## src/common/branch_pkg.sv

```systemverilog
package branch_pkg;

    ////////////////////
    // branch operations
    ////////////////////

    // the low bits follow the riscv funct3 of the branch group
    // bit 2 picks the less-than family, bit 0 inverts the answer
    // jal and jalr sit in the two funct3 codes that no branch uses
    typedef enum logic [2:0] {
        // equal
        branch_eq  = 3'b000,
        // not equal
        branch_ne  = 3'b001,
        // jump and link, pc relative
        jump_jal   = 3'b010,
        // jump and link, register relative
        jump_jalr  = 3'b011,
        // signed less than
        branch_lt  = 3'b100,
        // signed greater or equal
        branch_ge  = 3'b101,
        // unsigned less than
        branch_ltu = 3'b110,
        // unsigned greater or equal
        branch_geu = 3'b111
    } branch_op_t;

    ////////////////////
    // predictor counters
    ////////////////////

    // two-bit saturating counter, upper bit is the prediction
    typedef enum logic [1:0] {
        strong_not_taken = 2'b00,
        weak_not_taken   = 2'b01,
        weak_taken       = 2'b10,
        strong_taken     = 2'b11
    } counter_state_t;

endpackage

```

## src/branch_unit/branch_comparator.sv

```systemverilog
module branch_comparator (
    input  logic        use_signed,
    input  logic        less_than,
    input  logic [31:0] a,
    input  logic [31:0] b,
    input  logic        xor_result,
    output logic        result
);

    // operands widened by one sign or zero bit
    logic [32:0] ext_a;
    logic [32:0] ext_b;

    // upper 31 bits of each operand plus a padding bit on top
    logic [31:0] lt_x;
    logic [31:0] lt_y;
    logic [31:0] eq_bits;

    // pairwise compressed chain, 16 positions
    logic [15:0] lt_gen;
    logic [15:0] lt_gen_or_prop;
    logic [15:0] eq_pair;

    logic        lt_carry_in;
    logic        eq_carry_in;
    logic        carry_in;
    logic [16:0] chain_sum;

    ////////////////////
    // operand prep
    ////////////////////
    assign ext_a = {a[31] & use_signed, a};
    assign ext_b = {b[31] & use_signed, b};

    // less than uses a + ~b + 1, padding 0 and 1 keep the carry
    assign lt_x = {1'b0, ext_a[32:2]};
    assign lt_y = {1'b1, ~ext_b[32:2]};

    // equality marks every bit position where a and b agree
    // the padding position never agrees, so the top pair starts at zero
    assign eq_bits = {1'b0, ~(ext_a[32:2] ^ ext_b[32:2])};

    // the lowest two bits fold into the carry-in of the short chain
    assign lt_carry_in = (ext_a[1] & ~ext_b[1]) |
                         ((ext_a[1] | ~ext_b[1]) & (ext_a[0] | ~ext_b[0]));
    assign eq_carry_in = ~(ext_a[0] ^ ext_b[0]) & ~(ext_a[1] ^ ext_b[1]);
    assign carry_in    = less_than ? lt_carry_in : eq_carry_in;

    ////////////////////
    // compressor
    ////////////////////
    always_comb begin
        for (int i = 0; i < 16; i++) begin
            // pair generates a carry on its own
            lt_gen[i] = (lt_x[2*i+1] & lt_y[2*i+1]) |
                        (lt_x[2*i] & lt_y[2*i] & (lt_x[2*i+1] | lt_y[2*i+1]));
            // pair generates or passes an incoming carry
            lt_gen_or_prop[i] = lt_gen[i] |
                                ((lt_x[2*i] | lt_y[2*i]) & (lt_x[2*i+1] | lt_y[2*i+1]));
            // both bits of the pair agree
            eq_pair[i] = eq_bits[2*i] & eq_bits[2*i+1];
        end
        // flipping the top position gives ne and ge from eq and lt
        lt_gen[15]  = lt_gen[15] ^ xor_result;
        eq_pair[15] = eq_pair[15] ^ xor_result;
    end

    // bit 16 of the sum is the top sum bit, not a carry out
    // eq ripples the carry through a run of agreeing pairs
    assign chain_sum = less_than ? ({lt_gen, carry_in} + {lt_gen_or_prop, carry_in})
                                 : ({eq_pair, carry_in} + {16'h0000, carry_in});

    assign result = chain_sum[16];

endmodule

```

## src/branch_unit/branch_target.sv

```systemverilog
module branch_target import branch_pkg::*; (
    input  branch_op_t  op,
    input  logic [31:0] pc,
    input  logic [31:0] rs1,
    input  logic [31:0] imm,
    output logic [31:0] target,
    output logic [31:0] link,
    output logic        misaligned
);

    logic        reg_relative;
    logic [31:0] base;
    logic [31:0] raw_sum;

    ////////////////////
    // target adder
    ////////////////////

    // only jalr adds to a register, everything else is pc relative
    assign reg_relative = (op == jump_jalr);

    always_comb begin
        if (reg_relative) begin
            base = rs1;
        end else begin
            base = pc;
        end
    end

    // one shared adder for both bases
    assign raw_sum = base + imm;

    // jalr drops bit 0 of the sum
    always_comb begin
        target = raw_sum;
        if (reg_relative) begin
            target[0] = 1'b0;
        end
    end

    ////////////////////
    // link and alignment
    ////////////////////

    // return address of the next 32-bit instruction
    assign link = pc + 32'd4;

    // no compressed instructions, so targets must sit on a word
    // bit 0 is either cleared or already zero from an even immediate
    // only bit 1 can break alignment
    assign misaligned = target[1];

endmodule

```

## src/branch_unit/branch_unit.sv

```systemverilog
module branch_unit import branch_pkg::*; (
    input  logic        clk,
    input  logic        rst,
    // issue port
    input  logic        issue_valid,
    output logic        issue_ready,
    input  branch_op_t  issue_op,
    input  logic [31:0] issue_rs1,
    input  logic [31:0] issue_rs2,
    input  logic [31:0] issue_pc,
    input  logic [31:0] issue_imm,
    input  logic        issue_predicted_taken,
    // resolve port
    output logic        resolve_valid,
    input  logic        resolve_ready,
    output logic        resolve_taken,
    output logic [31:0] resolve_target,
    output logic [31:0] resolve_link,
    output logic        resolve_mispredict,
    output logic [31:0] resolve_redirect_pc,
    output logic        resolve_misaligned,
    // predictor training
    output logic        update_valid,
    output logic [31:0] update_pc,
    output logic        update_taken
);

    logic        use_signed;
    logic        less_than;
    logic        xor_result;
    logic        is_jump;
    logic        compare_result;
    logic        taken;
    logic [31:0] target;
    logic [31:0] link;
    logic        misaligned;
    logic        accept;
    // resolve payload kept for the predictor only
    logic [31:0] resolve_pc;
    logic        resolve_conditional;

    ////////////////////
    // decode
    ////////////////////
    always_comb begin
        use_signed = 1'b0;
        less_than  = 1'b0;
        xor_result = 1'b0;
        is_jump    = 1'b0;
        case (issue_op)
            branch_eq:  ;
            branch_ne:  xor_result = 1'b1;
            branch_lt: begin
                use_signed = 1'b1;
                less_than  = 1'b1;
            end
            branch_ge: begin
                use_signed = 1'b1;
                less_than  = 1'b1;
                xor_result = 1'b1;
            end
            branch_ltu: less_than = 1'b1;
            branch_geu: begin
                less_than  = 1'b1;
                xor_result = 1'b1;
            end
            default:    is_jump = 1'b1;
        endcase
    end

    branch_comparator comparator (
        .use_signed (use_signed),
        .less_than  (less_than),
        .a          (issue_rs1),
        .b          (issue_rs2),
        .xor_result (xor_result),
        .result     (compare_result)
    );

    branch_target target_unit (
        .op         (issue_op),
        .pc         (issue_pc),
        .rs1        (issue_rs1),
        .imm        (issue_imm),
        .target     (target),
        .link       (link),
        .misaligned (misaligned)
    );

    // jal and jalr never fall through
    assign taken = is_jump | compare_result;

    ////////////////////
    // resolve register
    ////////////////////

    // a slot frees up when it is empty or being drained this cycle
    assign issue_ready = ~resolve_valid | resolve_ready;
    assign accept      = issue_valid & issue_ready;

    always_ff @(posedge clk) begin
        if (rst) begin
            resolve_valid <= 1'b0;
        end else if (issue_ready) begin
            resolve_valid <= issue_valid;
        end
    end

    // payload only moves on acceptance, so it holds under back-pressure
    always_ff @(posedge clk) begin
        if (accept) begin
            resolve_taken       <= taken;
            resolve_target      <= target;
            resolve_link        <= link;
            resolve_misaligned  <= misaligned;
            resolve_mispredict  <= taken ^ issue_predicted_taken;
            // restart at the side fetch did not follow
            resolve_redirect_pc <= taken ? target : link;
            resolve_pc          <= issue_pc;
            resolve_conditional <= ~is_jump;
        end
    end

    // train on the handshake edge, jumps would only pollute the table
    assign update_valid = resolve_valid & resolve_ready & resolve_conditional;
    assign update_pc    = resolve_pc;
    assign update_taken = resolve_taken;

endmodule

```

## src/branch_predictor.sv

```systemverilog
module branch_predictor import branch_pkg::*; #(
    // power of two, at least 2
    parameter int PREDICTOR_ENTRIES = 64
) (
    input  logic        clk,
    input  logic        rst,
    // fetch lookup
    input  logic [31:0] fetch_pc,
    output logic        fetch_predict_taken,
    // training from resolve
    input  logic        update_valid,
    input  logic [31:0] update_pc,
    input  logic        update_taken
);

    localparam int INDEX_BITS = $clog2(PREDICTOR_ENTRIES);

    counter_state_t             counters [PREDICTOR_ENTRIES];
    logic [INDEX_BITS-1:0]      fetch_index;
    logic [INDEX_BITS-1:0]      update_index;
    counter_state_t             fetch_state;
    counter_state_t             update_state;
    counter_state_t             next_state;

    ////////////////////
    // indexing
    ////////////////////

    // instructions are word aligned, so pc bits 1:0 carry no information
    assign fetch_index  = fetch_pc[INDEX_BITS+1:2];
    assign update_index = update_pc[INDEX_BITS+1:2];

    ////////////////////
    // lookup
    ////////////////////
    assign fetch_state = counters[fetch_index];

    // read straight from the table, an update this cycle lands after the edge
    assign fetch_predict_taken = (fetch_state == weak_taken) ||
                                 (fetch_state == strong_taken);

    ////////////////////
    // counter step
    ////////////////////
    assign update_state = counters[update_index];

    always_comb begin
        next_state = update_state;
        if (update_taken) begin
            case (update_state)
                strong_not_taken: next_state = weak_not_taken;
                weak_not_taken:   next_state = weak_taken;
                weak_taken:       next_state = strong_taken;
                // saturates at the top
                default:          next_state = strong_taken;
            endcase
        end else begin
            case (update_state)
                strong_taken:     next_state = weak_taken;
                weak_taken:       next_state = weak_not_taken;
                weak_not_taken:   next_state = strong_not_taken;
                // saturates at the bottom
                default:          next_state = strong_not_taken;
            endcase
        end
    end

    ////////////////////
    // table
    ////////////////////

    // the table starts weakly not taken so one taken outcome flips it
    always_ff @(posedge clk) begin
        if (rst) begin
            for (int i = 0; i < PREDICTOR_ENTRIES; i++) begin
                counters[i] <= weak_not_taken;
            end
        end else if (update_valid) begin
            counters[update_index] <= next_state;
        end
    end

endmodule

```

## src/branch_top.sv

```systemverilog
module branch_top import branch_pkg::*; #(
    parameter int PREDICTOR_ENTRIES = 64
) (
    input  logic        clk,
    input  logic        rst,
    // issue port
    input  logic        issue_valid,
    output logic        issue_ready,
    input  branch_op_t  issue_op,
    input  logic [31:0] issue_rs1,
    input  logic [31:0] issue_rs2,
    input  logic [31:0] issue_pc,
    input  logic [31:0] issue_imm,
    input  logic        issue_predicted_taken,
    // resolve port
    output logic        resolve_valid,
    input  logic        resolve_ready,
    output logic        resolve_taken,
    output logic [31:0] resolve_target,
    output logic [31:0] resolve_link,
    output logic        resolve_mispredict,
    output logic [31:0] resolve_redirect_pc,
    output logic        resolve_misaligned,
    // fetch lookup
    input  logic [31:0] fetch_pc,
    output logic        fetch_predict_taken
);

    // training path from resolve into the counter table
    logic        update_valid;
    logic [31:0] update_pc;
    logic        update_taken;

    branch_unit unit (
        .clk                   (clk),
        .rst                   (rst),
        .issue_valid           (issue_valid),
        .issue_ready           (issue_ready),
        .issue_op              (issue_op),
        .issue_rs1             (issue_rs1),
        .issue_rs2             (issue_rs2),
        .issue_pc              (issue_pc),
        .issue_imm             (issue_imm),
        .issue_predicted_taken (issue_predicted_taken),
        .resolve_valid         (resolve_valid),
        .resolve_ready         (resolve_ready),
        .resolve_taken         (resolve_taken),
        .resolve_target        (resolve_target),
        .resolve_link          (resolve_link),
        .resolve_mispredict    (resolve_mispredict),
        .resolve_redirect_pc   (resolve_redirect_pc),
        .resolve_misaligned    (resolve_misaligned),
        .update_valid          (update_valid),
        .update_pc             (update_pc),
        .update_taken          (update_taken)
    );

    branch_predictor #(
        .PREDICTOR_ENTRIES (PREDICTOR_ENTRIES)
    ) predictor (
        .clk                 (clk),
        .rst                 (rst),
        .fetch_pc            (fetch_pc),
        .fetch_predict_taken (fetch_predict_taken),
        .update_valid        (update_valid),
        .update_pc           (update_pc),
        .update_taken        (update_taken)
    );

endmodule

```

## config.mk

```make
export PLATFORM = sky130hd
export DESIGN_NAME = branch_top
export DESIGN_NICKNAME = d
export VERILOG_FILES = /design/src/common/branch_pkg.sv /design/src/branch_unit/branch_comparator.sv /design/src/branch_unit/branch_target.sv /design/src/branch_unit/branch_unit.sv /design/src/branch_predictor.sv /design/src/branch_top.sv
export SDC_FILE = /design/constraint.sdc
export NUM_CORES = 1
export LEC_CHECK = 0
export BUFFER_PORTS_ARGS = -buffer_cell sky130_fd_sc_hd__buf_4
export CORE_MARGIN = 5
export CORE_UTILIZATION = 40
export CTS_BUF_LIST = sky130_fd_sc_hd__clkbuf_8
export DETAILED_ROUTE_END_ITERATION = 8
export PLACE_DENSITY = 0.62
export SYNTH_ARGS = -nofsm -noshare
export SYNTH_HDL_FRONTEND = slang
export SYNTH_SLANG_ARGS = --single-unit
export TNS_END_PERCENT = 20
```

## constraint.sdc

```tcl
create_clock -name clk -period 8.8 [get_ports clk]
set_clock_uncertainty 0.2 [all_clocks]
set_input_delay 0.88 -clock clk [delete_from_list [all_inputs] [get_ports clk]]
set_output_delay 0.88 -clock clk [all_outputs]
set_load 0.02 [all_outputs]
```

[After elaboration in Yosys (flattened, before gate mapping)]
Memories as Yosys holds them, arrays and structs flattened. A register that Yosys moved wholly into a read port is not among the register bits.
Cells that the tools add are included.
Word-level totals
  bits of input ports: 168
  register bits after elaboration: 109
  memories: 1
  latch bits: 0
  bits in writable memories: 128
  bits in read-only memories: 0
Memory list
  predictor.counters: words 64, bits a word 2, rd ports 2, clocked after memory_dff 1, wr ports 64, line branch_predictor.sv:18  | counter_state_t counters [PREDICTOR_ENTRIES];
Operators by class
  multiply operators: 0
  divide/modulo/power cells: 0
  equality and inequality tests: 11
  $add $sub $neg: 4
  bitwise gates (word level): 163
  shift operators: 0
  multiplexer cells: 21
  reduce and logical (&&, ||, !) cells: 8
  order comparisons: 0
Operator list (count)
  $and 1x1->1: 84
  $or 1x1->1: 67
  $mux 32: 2
  $add 32x3->32 const B: 1
  $add 32x32->32: 1
  $not 31->31: 1
  $not 30->30: 1
  $xor 30x30->30: 1
  $add 17x1->17: 1
  $add 17x17->17: 1
  $mux 17: 1
  $eq 3x3->1 const B: 4
  $mux 1: 12
  $mux 6: 2
  $eq 2x2->1 const B: 4
  $pmux 2 s2: 2
  $reduce_or 6->1: 1
  $not 1->1: 5
  $mux 2: 2
  $reduce_or 2->1: 2
  $reduce_or 4->1: 1
  $xor 1x1->1: 4
  $eq 3x1->1 const B: 1
  $eq 3x2->1 const B: 1
  5 further kinds: 5

[Logic depth before layout (Yosys ltp)]
  depth after elaboration: 13
  gate-level depth with buffers: 17
  depth with buffers taken out: 15

[Modules after synthesis]
Synthesis repeated with hierarchy kept, for this count alone.
Unflattened totals
  cell total of the unflattened synthesis: 1383
  area total of the unflattened synthesis: 16144.2 um^2
By module, submodules not included
  branch_predictor: times used 1, area an instance 7303.3 um^2, sequential area each 3843.7 um^2, cells an instance 621
  branch_unit: times used 1, area an instance 4621.9 um^2, sequential area each 3983.8 um^2, cells an instance 182
  branch_target: times used 1, area an instance 2637.5 um^2, sequential area each 0.0 um^2, cells an instance 360
  branch_comparator: times used 1, area an instance 1581.5 um^2, sequential area each 0.0 um^2, cells an instance 220

[Worst setup path before layout]
OpenSTA, ideal clock, no wires.
  kind: in2reg
  from: input issue_op[2]
  to: register unit.resolve_redirect_pc[30] (data pin)
  arrival: 4.006 ns
  path buffers: 3
  library setup time: 0.260 ns
  cell stages on the path: 16
  slack: 4.334 ns
  cells stage by stage: nand3b_1 -> clkbuf_1 -> clkbuf_1 -> nand2_1 -> o21ai_0 -> ha_1 -> clkbuf_1 -> a2111o_1 -> a31oi_1 -> a21oi_1 -> a221o_1 -> a41o_1 -> a31oi_1 -> o21ai_0 -> xnor2_1 -> mux2_2
Between the ends
  elaborated cells on any way between the ends: 30
  classes of those cells: 3 x add/sub; 6 x eq/ne; 8 x mux; 8 x bitwise; 5 x reduce/logical
RTL lines
  from (decl): line branch_top.sv:9  | input branch_op_t issue_op,
  $eq 3x2->1: line branch_target.sv:20  | assign reg_relative = (op == jump_jalr);
  $mux 32: line branch_target.sv:23  | if (reg_relative) begin
  $add 32x32->32: line branch_target.sv:31  | assign raw_sum = base + imm;
  named net unit.target[30]: line branch_unit.sv:34  | logic [31:0] target;
  $mux 32: line branch_unit.sv:118  | resolve_redirect_pc <= taken ? target : link;
  to (signal assigned): line branch_unit.sv:118
  to (decl): line branch_unit.sv:20  | output logic [31:0] resolve_redirect_pc,
The timed path passes the listed nets, and every way through them passes these cells.
A chain may end at the register's enable or synchronous reset.

==> key figures <==
Power and ir drop
  • PD cells: 178 nW/um2
  • Leak: 6.95 nW
  • Worst vdd ir: 0.000117 V

STA
  • Final number of hold-violating endpoints: 0
  • Max Freq: 0.228 GHz
  • Final setup vio count: 0
  • Worst slew pin tran: 0.964 ns
  • Total Negative Setup Slacks: 0 ns
  • Slew HR: 35.6%
  • Crit share post-route: 49.8%
  • Slew Viols, Final: 0
  • RSZ-0062 raised after global routing: no
  • Min cycle time layout: 4.38 ns

Routing
  • Post-route DRC: 0
  • Via count: 10,800
  • Routed Antenna Nets: 0
  • Via density: 5.38
  • DRT Pass-1 Iters: 5
  • Drt wl/cell: 21.3 um
  • Iter 0 DRT Violations: 786
  • DRT Wirelength: 42,600 um

Cells and area
  • Final core area utilization: 48.4%
  • Proportion of layout cells with a drive suffix above 1: 29.7%
  • Layout Nets: 1,761
  • Area Growth Syn to Fin: 20.4%
  • Final non-filler cell total: 2,001

Yosys
  • Mapped cell area: 14,600 um2
  • EDFF count, synth: 233
  • Netlist cell types: 61
  • Share of the synthesized area in the top cell type: 47.8%
  • FF+latch count, synth: 240
  • Post-Syn Nets: 1,534
  • Synthesized area per cell: 11.5 um2
  • Register area share after synthesis: 48.8%
  • Most frequent cell after synthesis: edfxtp_1
  • Share of flip-flops with an asynchronous set or reset: 0%
  • Cells after Synth: 1,270
  • Most frequent cells after synthesis: edfxtp_1, nand2_1, ha_1
  • Area leader, netlist: edfxtp_1
  • Ranking of synthesized cells by area: edfxtp_1, mux4_2, ha_1
  • Yosys synthesis warning count: 0
  • Primary FF master, synth: edfxtp_1

Setup path
  • CP max-delay cell: maj3_2
  • Startpoint type of the worst setup path: flop
  • Setup slack, reg-to-reg: 4.42 ns
  • Max stage delay on crit path: 0.87 ns
  • Worst-path cell chain: buf_4, mux4_2, mux4_2, mux2_2, a21oi_1, maj3_2, buf_4, nor3_1
  • Crit-path max FO: 40
  • CP endpoint kind: flop
  • Arr. time, crit path: 4.46 ns
  • Worst setup path class: flop to flop
  • Crit path required time: 8.88 ns

Flow run
  • Maxcap violations: 0

CTS
  • Clk_lat worst skew: 0.58 ns
  • CTS HTree Levels: 2
  • Clock sinks: 240
  • TritonCTS Buffers: 43
  • CTS clk-pin slew, worst paths: 0.06 ns
  • Root Buffer: clkbuf_8
  • Hold buffer count at CTS: 0
  • Worst-case clock buffer depth: 3
  • # resized after CTS: 0
  • Postcts setup bufs: 0
  • CTS tree: done

Global routing
  • Vias in the first global route: 11,400
  • First-pass GRT wire length: 65,200 um
  • Initial antenna violation count: 3
  • Largest net degree at the start of global routing: 67
  • Grt ovf: 0
  • Tot GR Track Use: 20.7%

Die
  • DIE AREA: 40,500 um2
  • I/O Pins: 270
  • Core area: 36,300 um2
  • Die H: 201 um
  • Starting Density: 40.2%
  • Row count: 70
  • Die width: 201 um

Placement
  • IO buf count: 243
  • Dpl hpwl: 32,200 um
  • Placed cells: 1,920
  • Routability cong.: 0.877

Run status
  • Status: finished clean

Worst hold path
  • Worst min path class: flop to flop
-- final timing paths --
| check | start | endpoint | cells after the start |
|---|---|---|---|
| worst min register to register | unit.update_pc[2] | flop | 2 |
| worst min-delay path | unit.update_pc[2] | flop | 2 |
| worst max register to register | flop | predictor.counters[37][1] | 8 |
| worst max-delay path | flop | predictor.counters[37][1] | 8 |
-- metrics by stage --
stage | hold WS [ns] | area (um2) | worst slack, ns | power, mW
final | 0.272 | 17600 | 4.42 | 3.13
after global routing | 0.268 | 17600 | 4.20 | 3.27
after CTS | 0.260 | 17600 | 4.40 | 3.16
after detailed placement | 0.268 | 16800 | 4.08 | 2.14
after global placement | 0.259 | 16800 | 4.10 | 2.13
after floorplan | 0.243 | 14600 | 4.33 | 1.87
-- report_power, final --
part	switching [mW]	internal, mW	leakage, nW
combinational	0.416	0.307	4.28
sequential	0.0361	1.35	2.18
clock	0.484	0.532	0.486
-- layout by cell type (no fill, tap or decap), types with 4 or more instances in the layout --
cell type and n:
ha_1 95, o21bai_1 8, nor4_1 16, a21oi_1 37, nand2_1 126, inv_1 109, a31oi_1 6, xor2_1 20
nand4_1 14, nand3b_1 6, or2_2 33, clkinv_1 4, nor3_1 38, mux4_2 61, edfxtp_1 233, nor2_1 91
clkbuf_8 48, nor3b_1 4, o21a_1 6, nand2b_1 38, o21ai_0 44, a21o_1 16, dfxtp_1 6, buf_4 255
and3b_1 4, and2_1 4, nand3_1 52, mux2_2 39, and3_1 17, xnor2_1 41, nor2b_1 5
-- logic make-up (layout without fill, tap and decap cells) --
kind of cell | after synthesis | count (layout) | share of synthesized area (%)
simple gates | 456 | 456 | 15.3
flops | 240 | 240 | 48.8
buf+inv | 164 | 424 | 4.85
compound gates | 148 | 148 | 6.38
mux | 103 | 103 | 12.6
fa+ha+maj | 98 | 98 | 8.41
xor+xnor | 61 | 61 | 3.65
other cells | 0 | 3 | 0
-- per-layer routing --
| layer | up-vias | part of all wire (%) | global-route usage [%] |
|---|---|---|---|
| met2 | 382 | 49 | 35.7 |
| met1 | 5211 | 38 | 24.6 |
| met5 | - | 0 | 0 |
| met3 | 74 | 9.1 | 6.37 |
| met4 | 0 | 3.3 | 6.96 |
| li1 | 5092 | - | - |
-- registers in the layout, indices dropped and copies added, names as in the netlist, named ones only --
name	flops
unit.resolve_conditional	1
predictor.counters	128
unit.update_pc	8
unit.resolve_taken	1
unit.resolve_redirect_pc	32
unit.resolve_link	30
unit.resolve_target	32
unit.resolve_mispredict	1
unit.resolve_valid	1
-- area by class of cell --
| type | count | area (um2) |
|---|---|---|
| Timing Repair Buffer | 255 | 1910 |
| Fill cell | 3287 | 18700 |
| Clock buffer | 48 | 661 |
| Tap cell | 468 | 586 |
| Clock inverter | 30 | 166 |
| Multi-Input combinational cell | 866 | 6790 |
| Antenna cell | 3 | 7.51 |
| Inverter | 91 | 344 |
| Sequential cell | 240 | 7140 |
-- critical path, delay by kind of cell, from the launching register on --
kind | cells | cell delay [ns]
muxes | 3 | 1.39
DFF | 1 | 0.31
buffers and inverters | 2 | 0.97
and+or+nand+nor | 1 | 0.09
AOI/OAI and AO/OA | 1 | 0.23
adders and majority gates | 1 | 0.87
No activity file was read; power rests on OpenSTA's default activity.
